$ cat config.mk
export PLATFORM = sky130hd
export DESIGN_NAME = seq_top
export DESIGN_NICKNAME = d
export VERILOG_FILES = /design/src/design/seq_pkg.sv /design/src/design/seq_program_memory.sv /design/src/design/seq_core.sv /design/src/design/seq_command_bank.sv /design/src/design/seq_top.sv
export SDC_FILE = /design/constraint.sdc
export NUM_CORES = 2
export LEC_CHECK = 0
export BUFFER_PORTS_ARGS = -buffer_cell sky130_fd_sc_hd__buf_2
export CAP_MARGIN = 20
export CORE_MARGIN = 4
export CORE_UTILIZATION = 23
export CTS_CLUSTER_DIAMETER = 60
export DETAILED_ROUTE_END_ITERATION = 8
export PLACE_DENSITY = 0.37
export SYNTH_ARGS = -nofsm -noshare
export SYNTH_HDL_FRONTEND = slang
export SYNTH_SLANG_ARGS = --single-unit
$ cat constraint.sdc
create_clock -name clock -period 6.2 [get_ports clock]
set_clock_uncertainty 0.2 [all_clocks]
set_input_delay 1.86 -clock clock [delete_from_list [all_inputs] [get_ports clock]]
set_output_delay 1.86 -clock clock [all_outputs]
set_load 0.005 [all_outputs]
$ cat src/design/seq_pkg.sv
`default_nettype none

package seq_pkg;

   localparam int seq_prog_depth   = 256;
   localparam int seq_num_inputs   = 4;
   localparam int seq_num_channels = 8;

   // instruction field positions
   localparam int seq_op_hi  = 11;
   localparam int seq_op_lo  = 8;
   localparam int seq_imm_hi = 7;
   localparam int seq_imm_lo = 0;
   localparam int seq_src_hi = 5;  // overlaps imm
   localparam int seq_src_lo = 4;
   localparam int seq_cmd_hi = 7;  // overlaps imm
   localparam int seq_cmd_lo = 4;
   localparam int seq_dst_hi = 2;
   localparam int seq_dst_lo = 0;

   typedef logic [11:0]                          seq_inst_t;
   typedef logic [$clog2(seq_prog_depth)-1:0]    seq_addr_t;
   typedef logic [7:0]                           seq_byte_t;
   typedef logic [11:0]                          seq_cmd_t;   // {nibble, transfer}
   typedef logic [seq_num_channels-1:0]          seq_chan_mask_t;

   typedef enum logic [3:0] {
      op_nop = 4'h0,
      op_ldi = 4'h1,
      op_ldr = 4'h2,
      op_cmd = 4'h3,
      op_dmp = 4'h4,
      op_eqi = 4'h5,
      op_eqr = 4'h6,
      op_jxi = 4'h7,
      op_jxr = 4'h8,
      op_jzi = 4'h9,
      op_jzr = 4'ha   // b..f undefined
   } seq_opcode_t;

   typedef enum logic [1:0] {
      state_reset = 2'h0,
      state_ready = 2'h1,
      state_error = 2'h2
   } seq_state_t;

endpackage

`default_nettype wire

$ cat src/design/seq_program_memory.sv
`timescale 1ns/1ps
`default_nettype none

module seq_program_memory (
   input  wire logic               clock,
   input  wire logic               prog_wen,
   input  wire seq_pkg::seq_addr_t prog_addr,
   input  wire seq_pkg::seq_inst_t prog_data,
   input  wire seq_pkg::seq_addr_t fetch_addr,
   output seq_pkg::seq_inst_t      inst
);

   seq_pkg::seq_inst_t mem [seq_pkg::seq_prog_depth];  // host loaded, no reset

   always_ff @(posedge clock) begin
      if (prog_wen) begin
         mem[prog_addr] <= prog_data;
      end
   end

   // same-cycle fetch for the core
   assign inst = mem[fetch_addr];

endmodule

`default_nettype wire

$ cat src/design/seq_core.sv
`timescale 1ns/1ps
`default_nettype none

module seq_core (
   input  wire logic               clock,
   input  wire logic               reset,
   input  wire seq_pkg::seq_inst_t inst,
   input  wire logic               inst_en,
   input  wire seq_pkg::seq_byte_t ireg_0,
   input  wire seq_pkg::seq_byte_t ireg_1,
   input  wire seq_pkg::seq_byte_t ireg_2,
   input  wire seq_pkg::seq_byte_t ireg_3,
   output seq_pkg::seq_addr_t      next,
   output seq_pkg::seq_cmd_t       oreg,
   output seq_pkg::seq_chan_mask_t oreg_wen,
   output logic                    error
);

   seq_pkg::seq_state_t     c_state;
   seq_pkg::seq_state_t     n_state;
   seq_pkg::seq_byte_t      c_transfer;
   seq_pkg::seq_byte_t      n_transfer;
   seq_pkg::seq_addr_t      c_addr;
   seq_pkg::seq_addr_t      n_addr;
   seq_pkg::seq_addr_t      step_addr;

   seq_pkg::seq_opcode_t    opcode;
   seq_pkg::seq_byte_t      imm;
   logic [$clog2(seq_pkg::seq_num_inputs)-1:0]   src;
   logic [3:0]              cmd;
   logic [$clog2(seq_pkg::seq_num_channels)-1:0] dst;

   seq_pkg::seq_byte_t      ireg [seq_pkg::seq_num_inputs];
   seq_pkg::seq_byte_t      ireg_mux;
   seq_pkg::seq_chan_mask_t dst_mask;
   logic                    transfer_zero;

   // field decode
   assign opcode = seq_pkg::seq_opcode_t'(inst[seq_pkg::seq_op_hi:seq_pkg::seq_op_lo]);
   assign imm    = inst[seq_pkg::seq_imm_hi:seq_pkg::seq_imm_lo];
   assign src    = inst[seq_pkg::seq_src_hi:seq_pkg::seq_src_lo];
   assign cmd    = inst[seq_pkg::seq_cmd_hi:seq_pkg::seq_cmd_lo];
   assign dst    = inst[seq_pkg::seq_dst_hi:seq_pkg::seq_dst_lo];

   assign ireg          = '{ireg_0, ireg_1, ireg_2, ireg_3};
   assign ireg_mux      = ireg[src];
   assign dst_mask      = seq_pkg::seq_chan_mask_t'(1) << dst;  // one-hot channel
   assign step_addr     = c_addr + 8'd1;  // wraps 255 -> 0
   assign transfer_zero = (c_transfer == 8'd0);

   assign next  = c_addr;
   assign error = (c_state == seq_pkg::state_error);

   always_comb begin
      n_state    = c_state;
      n_transfer = c_transfer;
      n_addr     = c_addr;
      oreg       = '0;
      oreg_wen   = '0;
      case (c_state)
         seq_pkg::state_reset: begin
            n_state    = seq_pkg::state_ready;
            n_transfer = '0;
            n_addr     = '0;
         end

         seq_pkg::state_ready: begin
            if (inst_en) begin
               n_addr = step_addr;  // overridden by taken jumps
               case (opcode)
                  seq_pkg::op_nop: begin
                     n_transfer = c_transfer;
                  end
                  seq_pkg::op_ldi: begin
                     n_transfer = imm;
                  end
                  seq_pkg::op_ldr: begin
                     n_transfer = ireg_mux;
                  end
                  seq_pkg::op_cmd: begin
                     oreg     = {cmd, c_transfer};
                     oreg_wen = dst_mask;
                  end
                  seq_pkg::op_dmp: begin
                     oreg     = {4'b0000, c_transfer};
                     oreg_wen = dst_mask;
                  end
                  seq_pkg::op_eqi: begin
                     n_transfer = (c_transfer == imm) ? 8'd1 : 8'd0;
                  end
                  seq_pkg::op_eqr: begin
                     n_transfer = (c_transfer == ireg_mux) ? 8'd1 : 8'd0;
                  end
                  seq_pkg::op_jxi: begin
                     n_addr = imm;
                  end
                  seq_pkg::op_jxr: begin
                     n_addr = ireg_mux;
                  end
                  seq_pkg::op_jzi: begin
                     if (transfer_zero) begin
                        n_addr = imm;
                     end
                  end
                  seq_pkg::op_jzr: begin
                     if (transfer_zero) begin
                        n_addr = ireg_mux;
                     end
                  end
                  default: begin  // undefined opcode
                     n_state    = seq_pkg::state_error;
                     n_transfer = '0;
                     n_addr     = '0;
                  end
               endcase
            end
         end

         seq_pkg::state_error: begin  // sticky until reset
            n_transfer = '0;
            n_addr     = '0;
         end

         default: begin
            n_state    = seq_pkg::state_error;
            n_transfer = '0;
            n_addr     = '0;
         end
      endcase
   end

   always_ff @(posedge clock) begin
      if (reset) begin
         c_state    <= seq_pkg::state_reset;
         c_transfer <= '0;
         c_addr     <= '0;
      end else begin
         c_state    <= n_state;
         c_transfer <= n_transfer;
         c_addr     <= n_addr;
      end
   end

   a_wen_onehot0: assert property (
      @(posedge clock) disable iff (reset) $onehot0(oreg_wen)
   ) else $error("oreg_wen has more than one channel set");

   a_error_no_write: assert property (
      @(posedge clock) disable iff (reset) error |-> (oreg_wen == '0)
   ) else $error("channel write while in error state");

   a_error_pc_zero: assert property (
      @(posedge clock) disable iff (reset) error |-> (next == '0)
   ) else $error("pc not zero in error state");

endmodule

`default_nettype wire

$ cat src/design/seq_command_bank.sv
`timescale 1ns/1ps
`default_nettype none

module seq_command_bank (
   input  wire logic                    clock,
   input  wire logic                    reset,
   input  wire seq_pkg::seq_cmd_t       oreg,
   input  wire seq_pkg::seq_chan_mask_t oreg_wen,
   output seq_pkg::seq_cmd_t            chan_0,
   output seq_pkg::seq_cmd_t            chan_1,
   output seq_pkg::seq_cmd_t            chan_2,
   output seq_pkg::seq_cmd_t            chan_3,
   output seq_pkg::seq_cmd_t            chan_4,
   output seq_pkg::seq_cmd_t            chan_5,
   output seq_pkg::seq_cmd_t            chan_6,
   output seq_pkg::seq_cmd_t            chan_7,
   output seq_pkg::seq_chan_mask_t      chan_strobe
);

   seq_pkg::seq_cmd_t chan_q [seq_pkg::seq_num_channels];

   always_ff @(posedge clock) begin
      if (reset) begin
         chan_strobe <= '0;
         for (int i = 0; i < seq_pkg::seq_num_channels; i++) begin
            chan_q[i] <= '0;
         end
      end else begin
         chan_strobe <= oreg_wen;  // one cycle pulse per write
         for (int i = 0; i < seq_pkg::seq_num_channels; i++) begin
            if (oreg_wen[i]) begin
               chan_q[i] <= oreg;
            end
         end
      end
   end

   assign chan_0 = chan_q[0];
   assign chan_1 = chan_q[1];
   assign chan_2 = chan_q[2];
   assign chan_3 = chan_q[3];
   assign chan_4 = chan_q[4];
   assign chan_5 = chan_q[5];
   assign chan_6 = chan_q[6];
   assign chan_7 = chan_q[7];

   // strobes mirror the core's one-hot write mask, one step late
   a_strobe_onehot0: assert property (
      @(posedge clock) disable iff (reset) $onehot0(chan_strobe)
   ) else $error("more than one channel strobe active");

endmodule

`default_nettype wire

$ cat src/design/seq_top.sv
`timescale 1ns/1ps
`default_nettype none

module seq_top (
   input  wire logic               clock,
   input  wire logic               reset,
   input  wire logic               run,
   input  wire logic               prog_wen,
   input  wire seq_pkg::seq_addr_t prog_addr,
   input  wire seq_pkg::seq_inst_t prog_data,
   input  wire seq_pkg::seq_byte_t ireg_0,
   input  wire seq_pkg::seq_byte_t ireg_1,
   input  wire seq_pkg::seq_byte_t ireg_2,
   input  wire seq_pkg::seq_byte_t ireg_3,
   output seq_pkg::seq_addr_t      pc,
   output logic                    error,
   output seq_pkg::seq_cmd_t       chan_0,
   output seq_pkg::seq_cmd_t       chan_1,
   output seq_pkg::seq_cmd_t       chan_2,
   output seq_pkg::seq_cmd_t       chan_3,
   output seq_pkg::seq_cmd_t       chan_4,
   output seq_pkg::seq_cmd_t       chan_5,
   output seq_pkg::seq_cmd_t       chan_6,
   output seq_pkg::seq_cmd_t       chan_7,
   output seq_pkg::seq_chan_mask_t chan_strobe
);

   logic                    inst_en;
   seq_pkg::seq_inst_t      inst;
   seq_pkg::seq_cmd_t       oreg;
   seq_pkg::seq_chan_mask_t oreg_wen;

   assign inst_en = run & ~prog_wen;  // no execution during host writes

   seq_program_memory seq_program_memory_inst (
      .clock      (clock),
      .prog_wen   (prog_wen),
      .prog_addr  (prog_addr),
      .prog_data  (prog_data),
      .fetch_addr (pc),
      .inst       (inst)
   );

   seq_core seq_core_inst (
      .clock    (clock),
      .reset    (reset),
      .inst     (inst),
      .inst_en  (inst_en),
      .ireg_0   (ireg_0),
      .ireg_1   (ireg_1),
      .ireg_2   (ireg_2),
      .ireg_3   (ireg_3),
      .next     (pc),
      .oreg     (oreg),
      .oreg_wen (oreg_wen),
      .error    (error)
   );

   seq_command_bank seq_command_bank_inst (
      .clock       (clock),
      .reset       (reset),
      .oreg        (oreg),
      .oreg_wen    (oreg_wen),
      .chan_0      (chan_0),
      .chan_1      (chan_1),
      .chan_2      (chan_2),
      .chan_3      (chan_3),
      .chan_4      (chan_4),
      .chan_5      (chan_5),
      .chan_6      (chan_6),
      .chan_7      (chan_7),
      .chan_strobe (chan_strobe)
   );

endmodule

`default_nettype wire

==> flow_summary_export.csv <==
group,metric,value,unit
outcome,outcome,"completed",
critical_path,slowest_delay,1.05,ns
power_and_ir_drop,internal_power,37.5,mW
clock_network,clk_path_buf_depth,4,
drt,routed_wl,423000,um
die,die_area,550000,um^2
drt,dr.pass1.iters,6,
critical_path,path_buf_inv,6,
grt,grt_remaining_overflow,0,
critical_path,cp_common_cell,"buf_12",
sta,layout_min_cycle_time,6.19,ns
run,maxCapViolations,0,
power_and_ir_drop,leakagePower,45.9,nW
worst_hold_path,hold_start,"seq_core_inst.c_state[1]",
placed_design,portBuffers,168,
drt,drtIter0Drc,6509,
sta,fin_crit_sh,99.8,%
critical_path,required,6.68,ns
logic_synthesis,syn-num-nets,5675,
die,core,536000,um^2
final_layout,syn_to_final_growth,21.2,%
critical_path,ff2ff_path_depth,16,
final_layout,final_util,28.0,%
logic_synthesis,ys.flop_type,"edfxtp_1",
sta,max_clock_freq,162,MHz
logic_synthesis,synth-async-reset-ratio,0,%
critical_path,r2r_end,"seq_command_bank_inst.chan_q[1][30]",
critical_path,crit_arrival,6.67,ns
power_and_ir_drop,finalPower,48.3,mW
critical_path,path_cells,"buf_12 -> buf_12 -> buf_12 -> buf_4 -> mux4_2 -> a22oi_1 -> nand3_1 -> nor4_1 -> or3_1 -> nor2_1 -> mux2_2 -> or2_2 -> or3_1 -> inv_1 -> a21o_1 -> buf_12",
final_layout,fin_nets,6522,
critical_path,worst-path-max-fanout,23,
placed_design,gp_congestion,0.806,
critical_path,startpoint_type,"flip-flop",
logic_synthesis,yosysWarnings,0,
logic_synthesis,syn_inst,5618,
logic_synthesis,synth_cell_types,66,
logic_synthesis,synth_seq_cells,3202,
drt,antenna_left,0,
grt,grt_max_degree,153,
final_layout,final_cell_mix,"edfxtp_1, mux4_2, buf_4",
critical_path,cp_slowest_cell,"nor4_1",
grt,grt_first_pass_wirelength,574000,um
power_and_ir_drop,clkPwrFrac,46.3,%
die,die_x,742,um
power_and_ir_drop,power.switching,10.8,mW
final_layout,final_common_cell,"edfxtp_1",
die,io_pins,169,
clock_network,cts-htree-levels,5,
clock_network,numCtsBuffers,392,
critical_path,path_class,"flip-flop to flip-flop",
placed_design,dp.final_hpwl,276000,um
grt,grt_pass1_vias,64766,
sta,relSlewSlack,5.18,%
drt,drc,0,
drt,drt-vias-per-instance,4.48,
logic_synthesis,yosysSeqAreaShare,77.4,%
drt,vias,62610,
sta,rsz0062_at_grt,"no",
die,die_y,742,um
clock_network,root_buffer,"clkbuf_16",
sta,setup_viol_count_final,0,
power_and_ir_drop,p_sw_share,22.3,%
final_layout,drive_above_1_share,33.2,%
die,start_util,23.1,%
power_and_ir_drop,ir_drop,0.000215,V
sta,worstMarginPinSlew,1.42,ns
worst_hold_path,hold_path_end,"seq_core_inst.c_state[1]",
sta,hold_violations,0,
logic_synthesis,syn-cell-area,124000,um^2
clock_network,cts_tree,"yes",
power_and_ir_drop,p_per_area,322,nW/um^2
critical_path,end_kind,"flip-flop",
worst_hold_path,hold_path_class,"flip-flop to flip-flop",
power_and_ir_drop,combinationalPowerShare,4.2,%
clock_network,clock-sinks,3202,
power_and_ir_drop,seqPwrFrac,49.5,%
critical_path,cp_top_family,"simple AND/OR/NAND/NOR gates",
drt,avgRoutedWirePerCell,30.2,um
logic_synthesis,syn_area_per_cell,22.0,um^2
sta,slew_violations,0,
clock_network,post_cts_buffers,0,
clock_network,clk_pin_slew_worst_paths,0.06,ns
worst_hold_path,hold_depth,2,
critical_path,r2r_slack,0.01,ns
logic_synthesis,synth_edf_count,3168,
clock_network,clk_latency,0.98,ns
grt,grt_usage,15.0,%
grt,antenna_found_initial,48,
die,rows,269,
[layer usage]
metal,track usage [%],up-vias,routed length [um]
met5,0,-,44
met4,3.19,6,8770
met3,2.13,450,21400
met2,24.6,1876,202000
met1,21.0,34731,191000
li1,-,25547,-
[worst min-delay path, stage by stage, from the launching register on]
cell and delay, ns:
dfxtp_1 0.34, a41oi_1 0.07, nor2_1 0.09
[cells in the mapped netlist, types with 4 or more instances]
master	instances	area, um^2
a2111oi_0	4	35.0
a211oi_1	6	45.0
a21o_1	4	30.0
a21oi_1	64	320
a221oi_1	25	219
a22o_1	28	245
a22oi_1	153	1150
a31oi_1	6	37.5
and2_1	44	275
and3_1	51	319
buf_1	28	105
buf_2	75	375
buf_4	53	398
buf_6	19	214
buf_8	9	135
clkbuf_1	143	537
dfxtp_1	34	681
edfxtp_1	3168	95100
inv_1	16	60.1
mux2_2	9	101
mux2i_1	85	851
mux4_2	832	18700
nand2_1	85	319
nand2b_1	29	181
nand3_1	37	185
nand4_1	9	56.3
nor2_1	322	1210
nor2b_1	39	244
nor3_1	40	200
nor3b_1	4	30.0
nor4_1	14	87.6
o2111ai_1	4	35.0
o211ai_1	7	52.6
o21ai_0	37	185
o221ai_1	8	70.1
o22ai_1	35	219
o41ai_1	4	35.0
or2_2	12	75.1
or3_1	12	75.1
xnor2_1	8	70.1
xor2_1	11	96.3
[through the flow]
stage | TNS [ns] | setup WS (ns) | cell area, um^2 | hold slack (ns) | instances
finish | 0 | 0.0100 | 150000 | 0.340 | 13983
global route | 0 | 0.00274 | 150000 | 0.397 | 13969
CTS | 0 | 0.116 | 150000 | 0.341 | 13967
detailed placement | -11.17 | -0.169 | 137000 | 0.329 | 13251
global placement | -10.62 | -0.173 | 137000 | 0.286 | 13247
floorplan | 0 | 1.46 | 124000 | 0.254 | 5618
[state kept, by name (all words and copies together), names as in the netlist, named ones only]
name and flops:
seq_program_memory_inst.mem 3072, seq_command_bank_inst.chan_q 96, seq_command_bank_inst.chan_strobe 8, seq_core_inst.c_transfer 8, seq_core_inst.next 8, seq_core_inst.c_state 2
[final cells by class]
cell class                 instances  area, um^2
fill                           53048      386000
sequential                      3202       95800
multi-input combinational       2070       26300
clock buffer                     463       10200
tap                             7181        8980
timing repair buffer             781        6260
clock inverter                   253        2350
inverter                          18        67.6
antenna                           15        37.5
[logic make-up (layout without fill, tap and decap cells)]
kind of cell               count (synthesis)  in the layout  synth area share [%]
and+or+nand+nor                          714            714                  2.75
adders and majority gates                  1              1                0.0101
DFF                                     3202           3202                  77.4
other                                      0             15                     0
muxes                                    926            926                  15.9
AOI/OAI and AO/OA                        410            410                  2.34
buffers and inverters                    346           1515                  1.48
xor gates and xnor gates                  19             19                 0.134
[how the worst max path moves through the flow]
stage | from | to | cells after the start
after CTS | flip-flop | seq_command_bank_inst.chan_q[1][47] | 16
final | flip-flop | seq_command_bank_inst.chan_q[1][30] | 16
after floorplan | flip-flop | seq_command_bank_inst.chan_q[1][0] | 13
after detailed placement | flip-flop | seq_command_bank_inst.chan_q[1][43] | 16
after global routing | flip-flop | flip-flop | 17
after global placement | flip-flop | seq_command_bank_inst.chan_q[1][28] | 17
[power by group through the flow]
| stage | registers, mW | clock network (mW) | logic [mW] |
|---|---|---|---|
| detailed placement | 24.4 | 0 | 2.08 |
| finish | 23.9 | 22.4 | 2.03 |
| global route | 23.9 | 23.9 | 2.15 |
| global placement | 24.3 | 0 | 2.05 |
| floorplan | 24.3 | 0 | 0.879 |
| CTS | 23.9 | 23.0 | 2.08 |
[repair_timing]
action | in CTS | in global routing
gates resized for setup | 1 | 1
endpoints found under the setup margin | 144 | 86
hold buffers | 0 | 0
pin swaps | 0 | 0
No activity file was read; power rests on OpenSTA's default activity.
